## config.mk

```make
export PLATFORM = sky130hd
export DESIGN_NAME = conv_top
export DESIGN_NICKNAME = d
export VERILOG_FILES = /design/src/common/conv_pkg.sv /design/src/hdl/line_store.sv /design/src/hdl/word_ram.sv /design/src/convolve/conv_sequencer.sv /design/src/convolve/conv_window.sv /design/src/convolve/conv_writeback.sv /design/src/hdl/conv_top.sv
export SDC_FILE = /design/constraint.sdc
export NUM_CORES = 1
export LEC_CHECK = 0
export BUFFER_PORTS_ARGS = -buffer_cell sky130_fd_sc_hd__buf_2
export CORE_MARGIN = 3
export CORE_UTILIZATION = 40
export CTS_CLUSTER_SIZE = 40
export DETAILED_ROUTE_END_ITERATION = 8
export SYNTH_ARGS = -nofsm -noshare
export SYNTH_HDL_FRONTEND = slang
export SYNTH_SLANG_ARGS = --single-unit
```

## constraint.sdc

```tcl
create_clock -name clk -period 7.9 [get_ports clk]
set_input_delay 1.58 -clock clk [delete_from_list [all_inputs] [get_ports clk]]
set_output_delay 1.58 -clock clk [all_outputs]
set_load 0.01 [all_outputs]
```

## src/common/conv_pkg.sv

```systemverilog
package conv_pkg;

    // Strip geometry
    localparam int img_w = 16;                          // Columns in the strip
    localparam int k_dim = 3;                           // Kernel side, also strip height
    localparam int col_w = 4;                           // Column index width
    localparam int row_w = 2;                           // Row index width

    // Kernel taps
    localparam int k_taps = k_dim * k_dim;              // 9 taps per window
    localparam int tap_w = 4;                           // Tap index width

    // Destination memory
    localparam int dst_depth = 32;                      // Result entries
    localparam int dst_aw = 5;                          // Result address width

    // Outputs per run for each stride
    localparam int outs_s1 = img_w - k_dim + 1;         // 14 windows at stride 1
    localparam int outs_s2 = (img_w - k_dim) / 2 + 1;   // 7 windows at stride 2

    // Payload types
    typedef logic [7:0] pixel_t;                        // Unsigned grey level
    typedef logic [7:0] coef_t;                         // Unsigned coefficient
    typedef logic [19:0] acc_t;                         // 9*255*255 fits in 20 bits
    typedef logic [1:0] stride_t;                       // Code 2 means stride 2

    // Sequencer states
    typedef enum logic [2:0] {
        idle    = 3'd0,                                 // Waiting for start
        fill    = 3'd1,                                 // Loading first three columns
        mac     = 3'd2,                                 // One tap per clock
        write   = 3'd3,                                 // Hand sum to writeback
        advance = 3'd4                                  // Shift in next column(s)
    } seq_state_t;

endpackage

```

## src/hdl/line_store.sv

```systemverilog
`timescale 1ns/1ps

module line_store (
    input  logic                       clk,
    input  logic                       pix_we,     // Host write strobe
    input  logic [conv_pkg::row_w-1:0] pix_row,    // Row 0..2, row 3 ignored
    input  logic [conv_pkg::col_w-1:0] pix_col,
    input  conv_pkg::pixel_t           pix_data,
    input  logic [conv_pkg::col_w-1:0] col_addr,   // Column fetched by the sequencer
    output conv_pkg::pixel_t           col_pix0,   // Top row
    output conv_pkg::pixel_t           col_pix1,
    output conv_pkg::pixel_t           col_pix2    // Bottom row
);

    conv_pkg::pixel_t mem [conv_pkg::k_dim][conv_pkg::img_w];  // Row-major strip

    // Host write port
    always_ff @(posedge clk) begin
        if (pix_we && (int'(pix_row) < conv_pkg::k_dim)) begin  // Drop writes to row 3
            mem[pix_row][pix_col] <= pix_data;
        end
    end

    // One column out, all three rows at once
    assign col_pix0 = mem[0][col_addr];
    assign col_pix1 = mem[1][col_addr];
    assign col_pix2 = mem[2][col_addr];

endmodule

```

## src/hdl/word_ram.sv

```systemverilog
`timescale 1ns/1ps

module word_ram #(
    parameter type word_t = logic [7:0],     // Stored payload
    parameter int  depth  = 16               // Number of words
) (
    input  logic                     clk,
    input  logic                     we,     // Write strobe
    input  logic [$clog2(depth)-1:0] waddr,
    input  word_t                    wdata,
    input  logic [$clog2(depth)-1:0] raddr,
    output word_t                    rdata   // Combinational read
);

    word_t mem [depth];

    // Single write port, out-of-range addresses discarded
    always_ff @(posedge clk) begin
        if (we && (int'(waddr) < depth)) begin
            mem[waddr] <= wdata;
        end
    end

    // Read port returns zero past the last word
    always_comb begin
        if (int'(raddr) < depth) begin
            rdata = mem[raddr];
        end else begin
            rdata = '0;
        end
    end

endmodule

```

## src/convolve/conv_sequencer.sv

```systemverilog
`timescale 1ns/1ps

module conv_sequencer (
    input  logic                       clk,
    input  logic                       rst,
    input  logic                       start,      // Sampled only in idle
    input  conv_pkg::stride_t          stride,
    output logic                       busy,       // High from fill to last write
    output logic                       done,       // One cycle after last write
    output logic [conv_pkg::col_w-1:0] col_addr,   // Line store column
    output logic                       shift,      // Window takes col_pix this edge
    output logic                       mac_clr,    // Load instead of add
    output logic                       mac_en,
    output logic                       wr_pulse,   // Sum ready for writeback
    output logic                       load_base,  // Writeback grabs dst_base
    output logic [conv_pkg::tap_w-1:0] tap         // Window tap and kernel address
);

    conv_pkg::seq_state_t       state;
    conv_pkg::stride_t          stride_q;   // Stride of the current run
    logic [conv_pkg::col_w-1:0] next_col;   // Next column to shift in
    logic [conv_pkg::tap_w-1:0] tap_cnt;
    logic [conv_pkg::col_w-1:0] outs_left;  // Windows still to write
    logic                       adv_cnt;    // Second advance cycle at stride 2
    logic                       stride2;
    logic                       accept;
    logic                       last_fill;
    logic                       last_tap;
    logic                       last_adv;
    logic                       last_out;

    assign stride2   = (stride_q == 2'd2);                       // Codes 0, 1, 3 run as stride 1
    assign accept    = (state == conv_pkg::idle) && start;
    assign last_fill = (next_col == conv_pkg::col_w'(conv_pkg::k_dim - 1));
    assign last_tap  = (tap_cnt == conv_pkg::tap_w'(conv_pkg::k_taps - 1));
    assign last_adv  = !stride2 || adv_cnt;                     // One or two shifts
    assign last_out  = (outs_left == conv_pkg::col_w'(1));

    always_ff @(posedge clk or posedge rst) begin
        if (rst) begin
            state     <= conv_pkg::idle;
            stride_q  <= '0;
            next_col  <= '0;
            tap_cnt   <= '0;
            outs_left <= '0;
            adv_cnt   <= 1'b0;
            done      <= 1'b0;
        end else begin
            done <= 1'b0;                                        // Pulse by default
            case (state)
                conv_pkg::idle: begin
                    if (start) begin
                        stride_q <= stride;
                        next_col <= '0;
                        tap_cnt  <= '0;
                        adv_cnt  <= 1'b0;
                        if (stride == 2'd2) begin
                            outs_left <= conv_pkg::col_w'(conv_pkg::outs_s2);
                        end else begin
                            outs_left <= conv_pkg::col_w'(conv_pkg::outs_s1);
                        end
                        state <= conv_pkg::fill;
                    end
                end
                conv_pkg::fill: begin
                    next_col <= next_col + 1'b1;                 // Columns 0, 1, 2
                    if (last_fill) begin
                        state <= conv_pkg::mac;
                    end
                end
                conv_pkg::mac: begin
                    if (last_tap) begin
                        tap_cnt <= '0;
                        state   <= conv_pkg::write;
                    end else begin
                        tap_cnt <= tap_cnt + 1'b1;
                    end
                end
                conv_pkg::write: begin
                    outs_left <= outs_left - 1'b1;
                    if (last_out) begin
                        done  <= 1'b1;                           // Busy drops with it
                        state <= conv_pkg::idle;
                    end else begin
                        state <= conv_pkg::advance;
                    end
                end
                conv_pkg::advance: begin
                    next_col <= next_col + 1'b1;
                    if (last_adv) begin
                        adv_cnt <= 1'b0;
                        state   <= conv_pkg::mac;
                    end else begin
                        adv_cnt <= 1'b1;
                    end
                end
                default: begin
                    state <= conv_pkg::idle;
                end
            endcase
        end
    end

    // Strobes decoded straight from state and counters
    assign busy      = (state != conv_pkg::idle);
    assign col_addr  = next_col;
    assign shift     = (state == conv_pkg::fill) || (state == conv_pkg::advance);
    assign mac_en    = (state == conv_pkg::mac);
    assign mac_clr   = mac_en && (tap_cnt == '0);                // First tap of a window
    assign tap       = tap_cnt;
    assign wr_pulse  = (state == conv_pkg::write);
    assign load_base = accept;

endmodule

```

## src/convolve/conv_window.sv

```systemverilog
`timescale 1ns/1ps

module conv_window (
    input  logic                       clk,
    input  logic                       rst,
    input  logic                       shift,      // Move window one column
    input  conv_pkg::pixel_t           col_pix0,   // New column, top row
    input  conv_pkg::pixel_t           col_pix1,
    input  conv_pkg::pixel_t           col_pix2,
    input  logic [conv_pkg::tap_w-1:0] tap,        // Row tap/3, column tap%3
    input  conv_pkg::coef_t            coef,       // Kernel word for this tap
    input  logic                       mac_clr,
    input  logic                       mac_en,
    output conv_pkg::acc_t             acc
);

    conv_pkg::pixel_t win [conv_pkg::k_dim][conv_pkg::k_dim];  // [row][col], col 0 oldest
    conv_pkg::pixel_t sel_pix;
    conv_pkg::acc_t   product;

    // Window shift register
    always_ff @(posedge clk) begin
        if (shift) begin
            for (int r = 0; r < conv_pkg::k_dim; r++) begin
                win[r][0] <= win[r][1];                          // Drop the leftmost column
                win[r][1] <= win[r][2];
            end
            win[0][2] <= col_pix0;                               // New column on the right
            win[1][2] <= col_pix1;
            win[2][2] <= col_pix2;
        end
    end

    // Tap select
    always_comb begin
        case (tap)
            4'd0:    sel_pix = win[0][0];
            4'd1:    sel_pix = win[0][1];
            4'd2:    sel_pix = win[0][2];
            4'd3:    sel_pix = win[1][0];
            4'd4:    sel_pix = win[1][1];
            4'd5:    sel_pix = win[1][2];
            4'd6:    sel_pix = win[2][0];
            4'd7:    sel_pix = win[2][1];
            4'd8:    sel_pix = win[2][2];
            default: sel_pix = '0;                               // Taps 9..15 unused
        endcase
    end

    // 8x8 product widened before the add
    assign product = conv_pkg::acc_t'(sel_pix) * conv_pkg::acc_t'(coef);

    always_ff @(posedge clk or posedge rst) begin
        if (rst) begin
            acc <= '0;
        end else if (mac_en) begin
            if (mac_clr) begin
                acc <= product;                                  // Tap 0 starts a new sum
            end else begin
                acc <= acc + product;                            // No overflow at 20 bits
            end
        end
    end

endmodule

```

## src/convolve/conv_writeback.sv

```systemverilog
`timescale 1ns/1ps

module conv_writeback (
    input  logic                        clk,
    input  logic                        rst,
    input  logic                        load_base,  // Run accepted
    input  logic [conv_pkg::dst_aw-1:0] dst_base,
    input  logic                        wr_pulse,   // acc holds a finished sum
    input  conv_pkg::acc_t              acc,
    output logic                        dst_we,     // One cycle after wr_pulse
    output logic [conv_pkg::dst_aw-1:0] dst_addr,
    output conv_pkg::acc_t              dst_wdata
);

    logic [conv_pkg::dst_aw-1:0] ptr;   // Address of the next result

    // Strobe and pointer
    always_ff @(posedge clk or posedge rst) begin
        if (rst) begin
            dst_we <= 1'b0;
            ptr    <= '0;
        end else begin
            dst_we <= wr_pulse;
            if (load_base) begin
                ptr <= dst_base;
            end else if (wr_pulse) begin
                ptr <= ptr + 1'b1;      // Wraps 31 to 0
            end
        end
    end

    // Write word and address travel together
    always_ff @(posedge clk) begin
        if (wr_pulse) begin
            dst_addr  <= ptr;
            dst_wdata <= acc;
        end
    end

endmodule

```

## src/hdl/conv_top.sv

```systemverilog
`timescale 1ns/1ps

module conv_top (
    input  logic                        clk,
    input  logic                        rst,
    input  logic                        pix_we,    // Strip load
    input  logic [conv_pkg::row_w-1:0]  pix_row,
    input  logic [conv_pkg::col_w-1:0]  pix_col,
    input  conv_pkg::pixel_t            pix_data,
    input  logic                        k_we,      // Kernel load
    input  logic [conv_pkg::tap_w-1:0]  k_addr,
    input  conv_pkg::coef_t             k_data,
    input  logic                        start,     // Run control
    input  conv_pkg::stride_t           stride,
    input  logic [conv_pkg::dst_aw-1:0] dst_base,
    input  logic [conv_pkg::dst_aw-1:0] rd_addr,   // Result readback
    output conv_pkg::acc_t              rd_data,
    output logic                        busy,
    output logic                        done
);

    logic [conv_pkg::col_w-1:0]  col_addr;
    logic                        shift;
    logic [conv_pkg::tap_w-1:0]  tap;
    logic                        mac_clr;
    logic                        mac_en;
    logic                        wr_pulse;
    logic                        load_base;
    conv_pkg::pixel_t            col_pix0;
    conv_pkg::pixel_t            col_pix1;
    conv_pkg::pixel_t            col_pix2;
    conv_pkg::coef_t             coef;
    conv_pkg::acc_t              acc;
    logic                        dst_we;
    logic [conv_pkg::dst_aw-1:0] dst_addr;
    conv_pkg::acc_t              dst_wdata;

    line_store u_line_store (
        .clk      (clk),
        .pix_we   (pix_we),
        .pix_row  (pix_row),
        .pix_col  (pix_col),
        .pix_data (pix_data),
        .col_addr (col_addr),
        .col_pix0 (col_pix0),
        .col_pix1 (col_pix1),
        .col_pix2 (col_pix2)
    );

    // Kernel coefficients, read by tap index
    word_ram #(
        .word_t (conv_pkg::coef_t),
        .depth  (conv_pkg::k_taps)
    ) u_kernel_ram (
        .clk   (clk),
        .we    (k_we),
        .waddr (k_addr),
        .wdata (k_data),
        .raddr (tap),
        .rdata (coef)
    );

    conv_sequencer u_sequencer (
        .clk       (clk),
        .rst       (rst),
        .start     (start),
        .stride    (stride),
        .busy      (busy),
        .done      (done),
        .col_addr  (col_addr),
        .shift     (shift),
        .mac_clr   (mac_clr),
        .mac_en    (mac_en),
        .wr_pulse  (wr_pulse),
        .load_base (load_base),
        .tap       (tap)
    );

    conv_window u_window (
        .clk      (clk),
        .rst      (rst),
        .shift    (shift),
        .col_pix0 (col_pix0),
        .col_pix1 (col_pix1),
        .col_pix2 (col_pix2),
        .tap      (tap),
        .coef     (coef),
        .mac_clr  (mac_clr),
        .mac_en   (mac_en),
        .acc      (acc)
    );

    conv_writeback u_writeback (
        .clk       (clk),
        .rst       (rst),
        .load_base (load_base),
        .dst_base  (dst_base),
        .wr_pulse  (wr_pulse),
        .acc       (acc),
        .dst_we    (dst_we),
        .dst_addr  (dst_addr),
        .dst_wdata (dst_wdata)
    );

    // Results, read back by the host
    word_ram #(
        .word_t (conv_pkg::acc_t),
        .depth  (conv_pkg::dst_depth)
    ) u_dst_ram (
        .clk   (clk),
        .we    (dst_we),
        .waddr (dst_addr),
        .wdata (dst_wdata),
        .raddr (rd_addr),
        .rdata (rd_data)
    );

endmodule

```

==> summary.txt, run 1 <==
Outcome
  – Status: completed

Route
  – Total DRC errors in the routed layout: 0
  – Sum of routed wire length over all layers: 110000 um
  – Wire length per cell: 25.0 um
  – Number of iterations in the first detailed-routing pass: 5
  – Vias: 24400
  – Initial detailed-routing violation count: 2453
  – Drt via density: 5.55
  – Final ANT Viol Nets: 0

GRT
  – Grt met3 use: 0.0257
  – Via count of the first global-routing pass: 25500
  – Maximum number of pins on one net before global-route repair: 84
  – Met1 usage in global routing: 0.229
  – GRT Overall Usage: 0.168
  – M2 GR Usage: 0.283
  – Busiest layer in global routing: met2
  – Number of antenna violations at the first check in global routing: 5
  – First-pass GRT wire length: 166000 um
  – Total gr overflow: 0

Setup path
  – Register-to-register setup slack: between 0.5 and 0.6 ns
  – Worst EP arrival: around 7.9 ns
  – Critical Path Slowest Stage Cell: sky130_fd_sc_hd__fa_1
  – Largest stage delay, worst path: between 0.5 and 0.6 ns
  – Reg2Reg Capture Point: u_window.acc[15]
  – Critical path fanouts, max: 11
  – Endpoint class of the critical path: register
  – Classification of the worst setup path: register to register
  – Required time of the critical path: about 8.5 ns
  – Startpoint class of the critical path: register
  – Worst reg2reg path depth: 26
  – Worst flop-to-flop path startpoint: u_sequencer.tap[0]

STA
  – Post-Route Skew: just over 0.04 ns
  – Portion of the clock cycle consumed by the worst path in the final layout: 0.929
  – Max_slew headroom: 0.212
  – Unrepaired setup endpoints after global routing: false
  – Final TNS setup: 0 ns
  – Max Transition Viols Final: 0
  – Max Fclk: 136 MHz
  – Final worst hold slack: 0.449 ns
  – Setup Viol. Count Final: 0
  – Slew at the pin closest to its max-slew limit: roughly 1.2 ns
  – Final critical-path required period: roughly 7.3 ns
  – Final hold violation count: 0

Placed design
  – Weighted congestion at the end of routability-driven global placement: about 0.85
  – Detailed-placement wirelength estimate: 66600 um
  – PortBufs: between 60 and 70

Yosys
  – Area of the mapped netlist: 50500 sq um
  – Sequential share of the synthesized area: 0.732
  – Count of synthesis-stage warnings from yosys: 0
  – Count of unique library cells instantiated by Yosys: 71
  – Number of flip-flops and latches in the synthesized netlist: between 1000 and 1500
  – Synth Flop Type: sky130_fd_sc_hd__edfxtp_1
  – Synthesized Nets: 2644
  – Avg Synthesized Cell Area: slightly above 20 sq um
  – Synth async-reset ratio: 0.0363
  – Gate count after technology mapping: ~2500
  – Count of flip-flops with a built-in enable after synthesis: approximately 1200

Hold path
  – Worst min path class: register to register
  – Hold wc startpoint: u_window.win[0][11]
  – Count of cells along the worst hold path: 0
  – Worst Hold End: u_window.win[0][19]

Floorplanning
  – Area of the die: between 100000 and 150000 sq um
  – # rows: around 130
  – Die height: ~360 um
  – Initial core utilization: 0.405
  – Chip width: roughly 360 um
  – I/O pin cnt: 65
  – Core ar.: between 100000 and 150000 sq um

Power
  – Power Dens Cells: 244 nW/um^2
  – Standby leakage power: between 0.015 and 0.02 uW
  – IR drop worst, VDD: slightly below 0.2 mV
  – Total chip power: 13900 uW

CTS
  – CTS tree: yes
  – Maximum count of clock buffers along a single path: 3
  – Number of H-tree levels: 3
  – Clock tree sinks: about 1200
  – Clock-pin slew on the worst setup and hold paths: approximately 0.070 ns
  – Clk Tree Root Cell: sky130_fd_sc_hd__clkbuf_16
  – Count of hold buffers inserted by post-cts repair: 0
  – PostCTS Resize Cnt: 0
  – Post CTS Setup Buffer Count: 0
  – Clock Latency Late Sink: 0.71 ns
  – Inserted Clock Buffers: ~120

Flow run
  – Max cap viols: 0

Finish
  – Proportion of layout cells with a drive suffix above 1: 0.267
  – Layout Area Growth over Synthesis: 13.0%
  – Final net count: about 2800
==> stage by stage <==
stage          utilization  std cells  setup slack (ns)  instance area [sq um]
6_report             0.458       4395             0.564                  57100
3_5_place_dp         0.426       4165             0.576                  53100
5_1_grt              0.458       4395            0.0949                  57100
2_1_floorplan            -       2501            0.0216                  50500
3_3_place_gp         0.426       4165             0.553                  53100
4_1_cts              0.458       4394             0.543                  57100
==> layout by cell type, fill, tap and decap left out, types with 30 or more instances in the layout <==
cell                           n
sky130_fd_sc_hd__a21oi_1      40
sky130_fd_sc_hd__buf_4        74
sky130_fd_sc_hd__mux4_2      336
sky130_fd_sc_hd__nand2_1      80
sky130_fd_sc_hd__clkbuf_16   122
sky130_fd_sc_hd__edfxtp_1   1193
sky130_fd_sc_hd__inv_1        66
sky130_fd_sc_hd__nor2_2       32
sky130_fd_sc_hd__nor2_1      153
sky130_fd_sc_hd__dfrtp_1      41
sky130_fd_sc_hd__fa_1         37
sky130_fd_sc_hd__ha_1         63
sky130_fd_sc_hd__buf_2        61
sky130_fd_sc_hd__clkinv_2     30
==> cell type report <==
class                   instances  area (sq um)
diodes                          1          2.50
clock buffers                 154          3240
clock inverters                75           744
fillers                     10400         67500
inverters                      71           267
multi-input cells            1079         12900
flip-flops and latches       1238         37000
well taps                    1637          2050
repair buffers                140           947
==> logic make-up (layout without fill, tap and decap cells) <==
logic type | after synthesis | after routing | share of synthesized area
xor+xnor | 20 | 20 | 0.00347
compound gates | 188 | 188 | 0.0251
mux | 378 | 378 | 0.159
simple gates | 393 | 393 | 0.0356
flops | 1238 | 1238 | 0.732
fa+ha+maj | 100 | 100 | 0.0303
buf+inv | 184 | 440 | 0.0152
other cells | 0 | 1 | 0
==> critical path: cells and delay by family, from the launching register on <==
| kind | cells | cell delay [ns] |
|---|---|---|
| AO/OA/AOI/OAI | 11 | 3.03 |
| XOR/XNOR | 2 | 0.25 |
| adder cells (fa/ha/maj) | 7 | 3.10 |
| buffers and inverters | 4 | 0.21 |
| flip-flops | 1 | 0.42 |
| AND/OR/NAND/NOR | 2 | 0.22 |
==> how the worst max path moves through the flow <==
stage | from | to | slack (ns) | cells after the start
floorplan | u_sequencer.tap[1] | u_window.acc[14] | 0.02 | 32
global placement | u_sequencer.tap[2] | u_window.acc[15] | 0.55 | 26
detailed placement | u_sequencer.tap[0] | u_window.acc[15] | 0.58 | 27
CTS | u_sequencer.tap[0] | u_window.acc[15] | 0.54 | 27
global route | u_sequencer.tap[0] | u_window.acc[15] | 0.09 | 28
finish | u_sequencer.tap[0] | u_window.acc[15] | 0.56 | 26
==> synth_stat cells (16+ instances only) <==
master / instances / area (sq um)
sky130_fd_sc_hd__dfrtp_1: 45 / 1130
sky130_fd_sc_hd__ha_1: 63 / 788
sky130_fd_sc_hd__o21ai_1: 28 / 140
sky130_fd_sc_hd__mux2i_1: 16 / 160
sky130_fd_sc_hd__nor2_1: 186 / 698
sky130_fd_sc_hd__nand3_1: 27 / 135
sky130_fd_sc_hd__fa_1: 37 / 741
sky130_fd_sc_hd__clkbuf_1: 73 / 274
sky130_fd_sc_hd__edfxtp_1: 1193 / 35800
sky130_fd_sc_hd__buf_2: 19 / 95.1
sky130_fd_sc_hd__a21oi_1: 40 / 200
sky130_fd_sc_hd__a21o_1: 17 / 128
sky130_fd_sc_hd__inv_1: 67 / 251
sky130_fd_sc_hd__nand2_1: 80 / 300
sky130_fd_sc_hd__mux2_2: 24 / 270
sky130_fd_sc_hd__mux4_2: 336 / 7570
sky130_fd_sc_hd__nor3_1: 16 / 80.1
sky130_fd_sc_hd__or2_1: 16 / 100
==> per-layer routing <==
metal	vias to the layer above	share of wire
li1	10500	-
met1	12900	0.42
met2	777	0.50
met3	175	0.054
met4	2	0.024
met5	-	0.00012
==> flip-flops by register name, summed over array words and instances (netlist names) <==
| name | count |
|---|---|
| u_sequencer.adv_cnt | 1 |
| u_kernel_ram.mem | 72 |
| u_window.win | 72 |
| u_sequencer.tap | 4 |
| u_writeback.dst_addr | 5 |
| u_writeback.dst_we | 1 |
| u_sequencer.stride_q | 2 |
| u_sequencer.done | 1 |
| u_dst_ram.mem | 640 |
| u_sequencer.col_addr | 4 |
| u_sequencer.state | 3 |
| u_line_store.mem | 384 |
| u_sequencer.outs_left | 4 |
| u_window.acc | 20 |
| u_writeback.dst_wdata | 20 |
| u_writeback.ptr | 5 |
==> power by group <==
group / total, uW / switching, uW / internal, uW
logic: 945 / 522 / 423
registers: 7260 / 54.7 / 7210
clock network: 5710 / 2440 / 3270
total: 13900 / 3020 / 10900
(Power assumes the default switching activity.)
==> inputs of run 2 (changes only) <==
- ABC_AREA: default -> 0
- SYNTH_HIERARCHICAL: default -> 1
==> run 2 against run 1 <==
  * Non-clock buffer count shrank 9
  * Via count grew 8.5%
  * Hold slack lost 0.016 ns
  * Routed wire length shrank 0.53%
  * Sequential share of layout area shrank 0.54 points
  * Flip-flop and latch count is the same
  * Critical path depth shrank 1
  * Highest routed layer is now met4
==> summary.txt, run 2 <==
STA
  – Post-Route Skew: 0.0397 ns (-0.000886 ns)
  – Unrepaired setup endpoints after global routing: false
  – Final hold violation count: 0 (unchanged)
  – Slew at the pin closest to its max-slew limit: 1.14 ns (-0.0471 ns)
  – Max_slew headroom: 0.243 (+0.0314)
  – Final TNS setup: 0 ns (unchanged)
  – Setup Viol. Count Final: 0 (unchanged)
  – Max Transition Viols Final: 0 (unchanged)
  – Portion of the clock cycle consumed by the worst path in the final layout: 0.933 (+0.00464)
  – Final critical-path required period: 7.37 ns (+0.0367 ns)
  – Max Fclk: 136 MHz (-0.50%)

CTS
  – Maximum count of clock buffers along a single path: 3 (unchanged)
  – Clock-pin slew on the worst setup and hold paths: 0.06 ns (about the same)
  – Inserted Clock Buffers: 121 (unchanged)
  – Count of hold buffers inserted by post-cts repair: 0 (unchanged)
  – Number of H-tree levels: 3 (unchanged)
  – Clk Tree Root Cell: sky130_fd_sc_hd__clkbuf_16
  – CTS tree: yes
  – Clock Latency Late Sink: 0.75 ns (+0.04 ns)
  – Clock tree sinks: 1238 (unchanged)

Yosys
  – Avg Synthesized Cell Area: 17.2 sq um (-15%)
  – Area share of the largest cell type after synthesis: 0.695 (-0.0140)
  – Synth async-reset ratio: 0.0363 (unchanged)
  – Leading post-synthesis cells by cell area: sky130_fd_sc_hd__edfxtp_1 70%, sky130_fd_sc_hd__mux2i_1 6.5%, sky130_fd_sc_hd__mux4_2 4.5%
  – Post-synth top area cell: sky130_fd_sc_hd__edfxtp_1
  – Most repeated cell in the gate-level netlist after synthesis: sky130_fd_sc_hd__edfxtp_1
  – Area of the mapped netlist: 51500 sq um (+2.0%)
  – Sequential share of the synthesized area: 0.717 (-0.0144)
  – Count of unique library cells instantiated by Yosys: 76 (+7.0%)
  – Most common library cells after synthesis: 1193 x sky130_fd_sc_hd__edfxtp_1, 336 x sky130_fd_sc_hd__mux2i_1, 134 x sky130_fd_sc_hd__nand2_1
  – Gate count after technology mapping: 2995 (+20%)
  – Count of synthesis-stage warnings from yosys: 6 (+6)
  – Number of flip-flops and latches in the synthesized netlist: 1238 (unchanged)
  – Synth Flop Type: sky130_fd_sc_hd__edfxtp_1
  – Count of flip-flops with a built-in enable after synthesis: 1193 (unchanged)
  – Synthesized Nets: 3136 (+19%)

Setup path
  – WP depth: 25 (-3.8%)
  – Family with the most delay on the worst path: adder cells
  – Reg2Reg Capture Point: u_window/acc[19]
  – Most used cell, CP: sky130_fd_sc_hd__fa_1
  – Source of the critical timing path: u_sequencer/tap[0]
  – Register-to-register setup slack: 0.53 ns (-0.04 ns)
  – Worst EP arrival: 7.99 ns (+0.07 ns)
  – Startpoint class of the critical path: register
  – Classification of the worst setup path: register to register
  – Worst flop-to-flop path startpoint: u_sequencer/tap[0]
  – Worst path buffer plus inverter count: 3 (-1)
  – Worst reg2reg path depth: 25 (-3.8%)
  – Endpoint class of the critical path: register
  – Critical path fanouts, max: 17 (+6)
  – Largest stage delay, worst path: 0.79 ns (+0.24 ns)
  – Required time of the critical path: 8.51 ns (+0.03 ns)
  – Critical Path Slowest Stage Cell: sky130_fd_sc_hd__o31ai_1

Placed design
  – Detailed-placement wirelength estimate: 64800 um (-2.8%)
  – Weighted congestion at the end of routability-driven global placement: 0.802 (-5.3%)
  – PortBufs: 64 (unchanged)

Hold path
  – Count of cells along the worst hold path: 0 (unchanged)
  – Worst Hold End: u_window/win[0][65]
  – Worst min path class: register to register
  – Hold wc startpoint: u_window/win[0][57]

Finish
  – Proportion of layout cells with a drive suffix above 1: 0.155 (-0.112)
  – Biggest regs: u_dst_ram/mem x640, u_line_store/mem x384
  – Layout Area Growth over Synthesis: 11.7%
  – Diode insertion count for antenna repair: 0 (-1)
  – Commonest non-fill, non-tap cells in the layout: 1193 x sky130_fd_sc_hd__edfxtp_1, 336 x sky130_fd_sc_hd__mux2i_1, 134 x sky130_fd_sc_hd__nand2_1, 133 x sky130_fd_sc_hd__a22oi_1, 121 x sky130_fd_sc_hd__clkbuf_16
  – Number of flip-flops in the largest register: 640 (unchanged)
  – Final net count: 3234 (+16%)
  – Commonest non-fill, non-tap cell in the layout: sky130_fd_sc_hd__edfxtp_1
  – Register bank with the most flops: u_dst_ram/mem
  – Number of fillers in the final layout: 11000 (+5.2%)

Outcome
  – Status: completed

Route
  – Vias: 26400 (+8.5%)
  – Drt via density: 5.45 (-1.8%)
  – Final ANT Viol Nets: 0 (unchanged)
  – Number of iterations in the first detailed-routing pass: 5 (unchanged)
  – Total DRC errors in the routed layout: 0 (unchanged)
  – Initial detailed-routing violation count: 2062 (-16%)
  – Wire length per cell: 22.5 um (-9.9%)
  – Sum of routed wire length over all layers: 109000 um (-0.53%)

GRT
  – Number of antenna violations at the first check in global routing: 1 (-4)
  – Via count of the first global-routing pass: 26500 (+4.0%)
  – First-pass GRT wire length: 167000 um (+0.68%)
  – GRT Overall Usage: 0.165 (-0.00356)
  – Maximum number of pins on one net before global-route repair: 91 (+8.3%)
  – Total gr overflow: 0 (unchanged)

Floorplanning
  – Chip width: 365 um (+0.98%)
  – Core ar.: 128000 sq um (+2.5%)
  – I/O pin cnt: 65 (unchanged)
  – Die height: 365 um (+0.98%)
  – Initial core utilization: 0.404 (-0.00182)
  – # rows: 131 (+1.6%)
  – Area of the die: 133000 sq um (+2.0%)

Flow run
  – Max cap viols: 0 (unchanged)
## run 2: cell types whose count changed in the layout (fill, tap and decap cells not counted), sizes merged, moves of 33 or more
cell	before	now
a21oi	41	83
a22o	2	41
a22oi	6	133
and2	9	42
mux2i	16	336
mux4	336	109
nand2	80	134
nor2	186	130
## run 2: per-stage QoR
step	hold slack, ns	utilization	instances	area, sq um	setup slack [ns]
2_1_floorplan	0.418	-	2995	51500	0.754
3_3_place_gp	0.437	0.421	4631	53700	0.143
3_5_place_dp	0.434	0.421	4631	53700	0.0567
4_1_cts	0.439	0.451	4852	57500	0.0508
5_1_grt	0.443	0.451	4853	57600	0.00694
6_report	0.433	0.451	4853	57600	0.527
## run 2: worst max-delay path by stage
stage                        to
3_3_place_gp   u_window/acc[19]
4_1_cts        u_window/acc[19]
5_1_grt        u_window/acc[19]
6_report       u_window/acc[19]
2_1_floorplan  u_window/acc[16]
3_5_place_dp   u_window/acc[19]
## run 2: cell families after synthesis
group | count (synthesis) | share of synthesized area
flip-flops | 1238 | 0.717
buffers and inverters | 231 | 0.0256
adder cells (fa/ha/maj) | 98 | 0.0292
AO/OA/AOI/OAI | 412 | 0.0553
XOR/XNOR | 25 | 0.00425
multiplexers | 468 | 0.118
AND/OR/NAND/NOR | 523 | 0.0501
## run 2: area by class of cell
type                            instances  area, sq um  area share
Timing Repair Buffer                  131          946      0.0164
Sequential cell                      1238        37000       0.642
Inverter                               75          294     0.00511
Clock buffer                          159         3220      0.0559
Multi-Input combinational cell       1526        13500       0.234
Tap cell                             1662         2080      0.0361
Clock inverter                         62          579      0.0101
## run 2: worst reg2reg max path: stages, from the launching register on
cell	delay, ns
sky130_fd_sc_hd__dfrtp_4	0.59
sky130_fd_sc_hd__buf_12	0.20
sky130_fd_sc_hd__mux2_2	0.23
sky130_fd_sc_hd__o22ai_1	0.08
sky130_fd_sc_hd__o31ai_1	0.79
sky130_fd_sc_hd__and2_1	0.27
sky130_fd_sc_hd__fa_1	0.44
sky130_fd_sc_hd__fa_1	0.47
sky130_fd_sc_hd__fa_1	0.55
sky130_fd_sc_hd__inv_1	0.05
sky130_fd_sc_hd__fa_1	0.52
sky130_fd_sc_hd__inv_1	0.04
sky130_fd_sc_hd__ha_1	0.38
sky130_fd_sc_hd__a21oi_1	0.23
sky130_fd_sc_hd__a221oi_2	0.11
sky130_fd_sc_hd__a2111oi_2	0.33
sky130_fd_sc_hd__o21bai_1	0.13
sky130_fd_sc_hd__xor2_1	0.18
sky130_fd_sc_hd__ha_1	0.41
sky130_fd_sc_hd__nand4_1	0.14
sky130_fd_sc_hd__nor3_1	0.20
sky130_fd_sc_hd__nand3_1	0.15
sky130_fd_sc_hd__a41oi_2	0.33
sky130_fd_sc_hd__nand4_1	0.15
sky130_fd_sc_hd__mux2i_1	0.16
sky130_fd_sc_hd__o21ai_0	0.09
## run 2: routing by layer
| layer | track usage | wire, um |
|---|---|---|
| met4 | 0.0439 | 2570 |
| met5 | 0 | 0 |
| met3 | 0.0243 | 4750 |
| met2 | 0.278 | 54400 |
| met1 | 0.223 | 47700 |
## run 2: what timing repair did
item,in CTS,in global routing
setup endpoints to repair,0,6
gates resized for setup,0,5
buffers inserted,0,1
Power of run 2 is not shown: default switching activity piles up to over one toggle a cycle in this logic, so the estimate is an artifact.
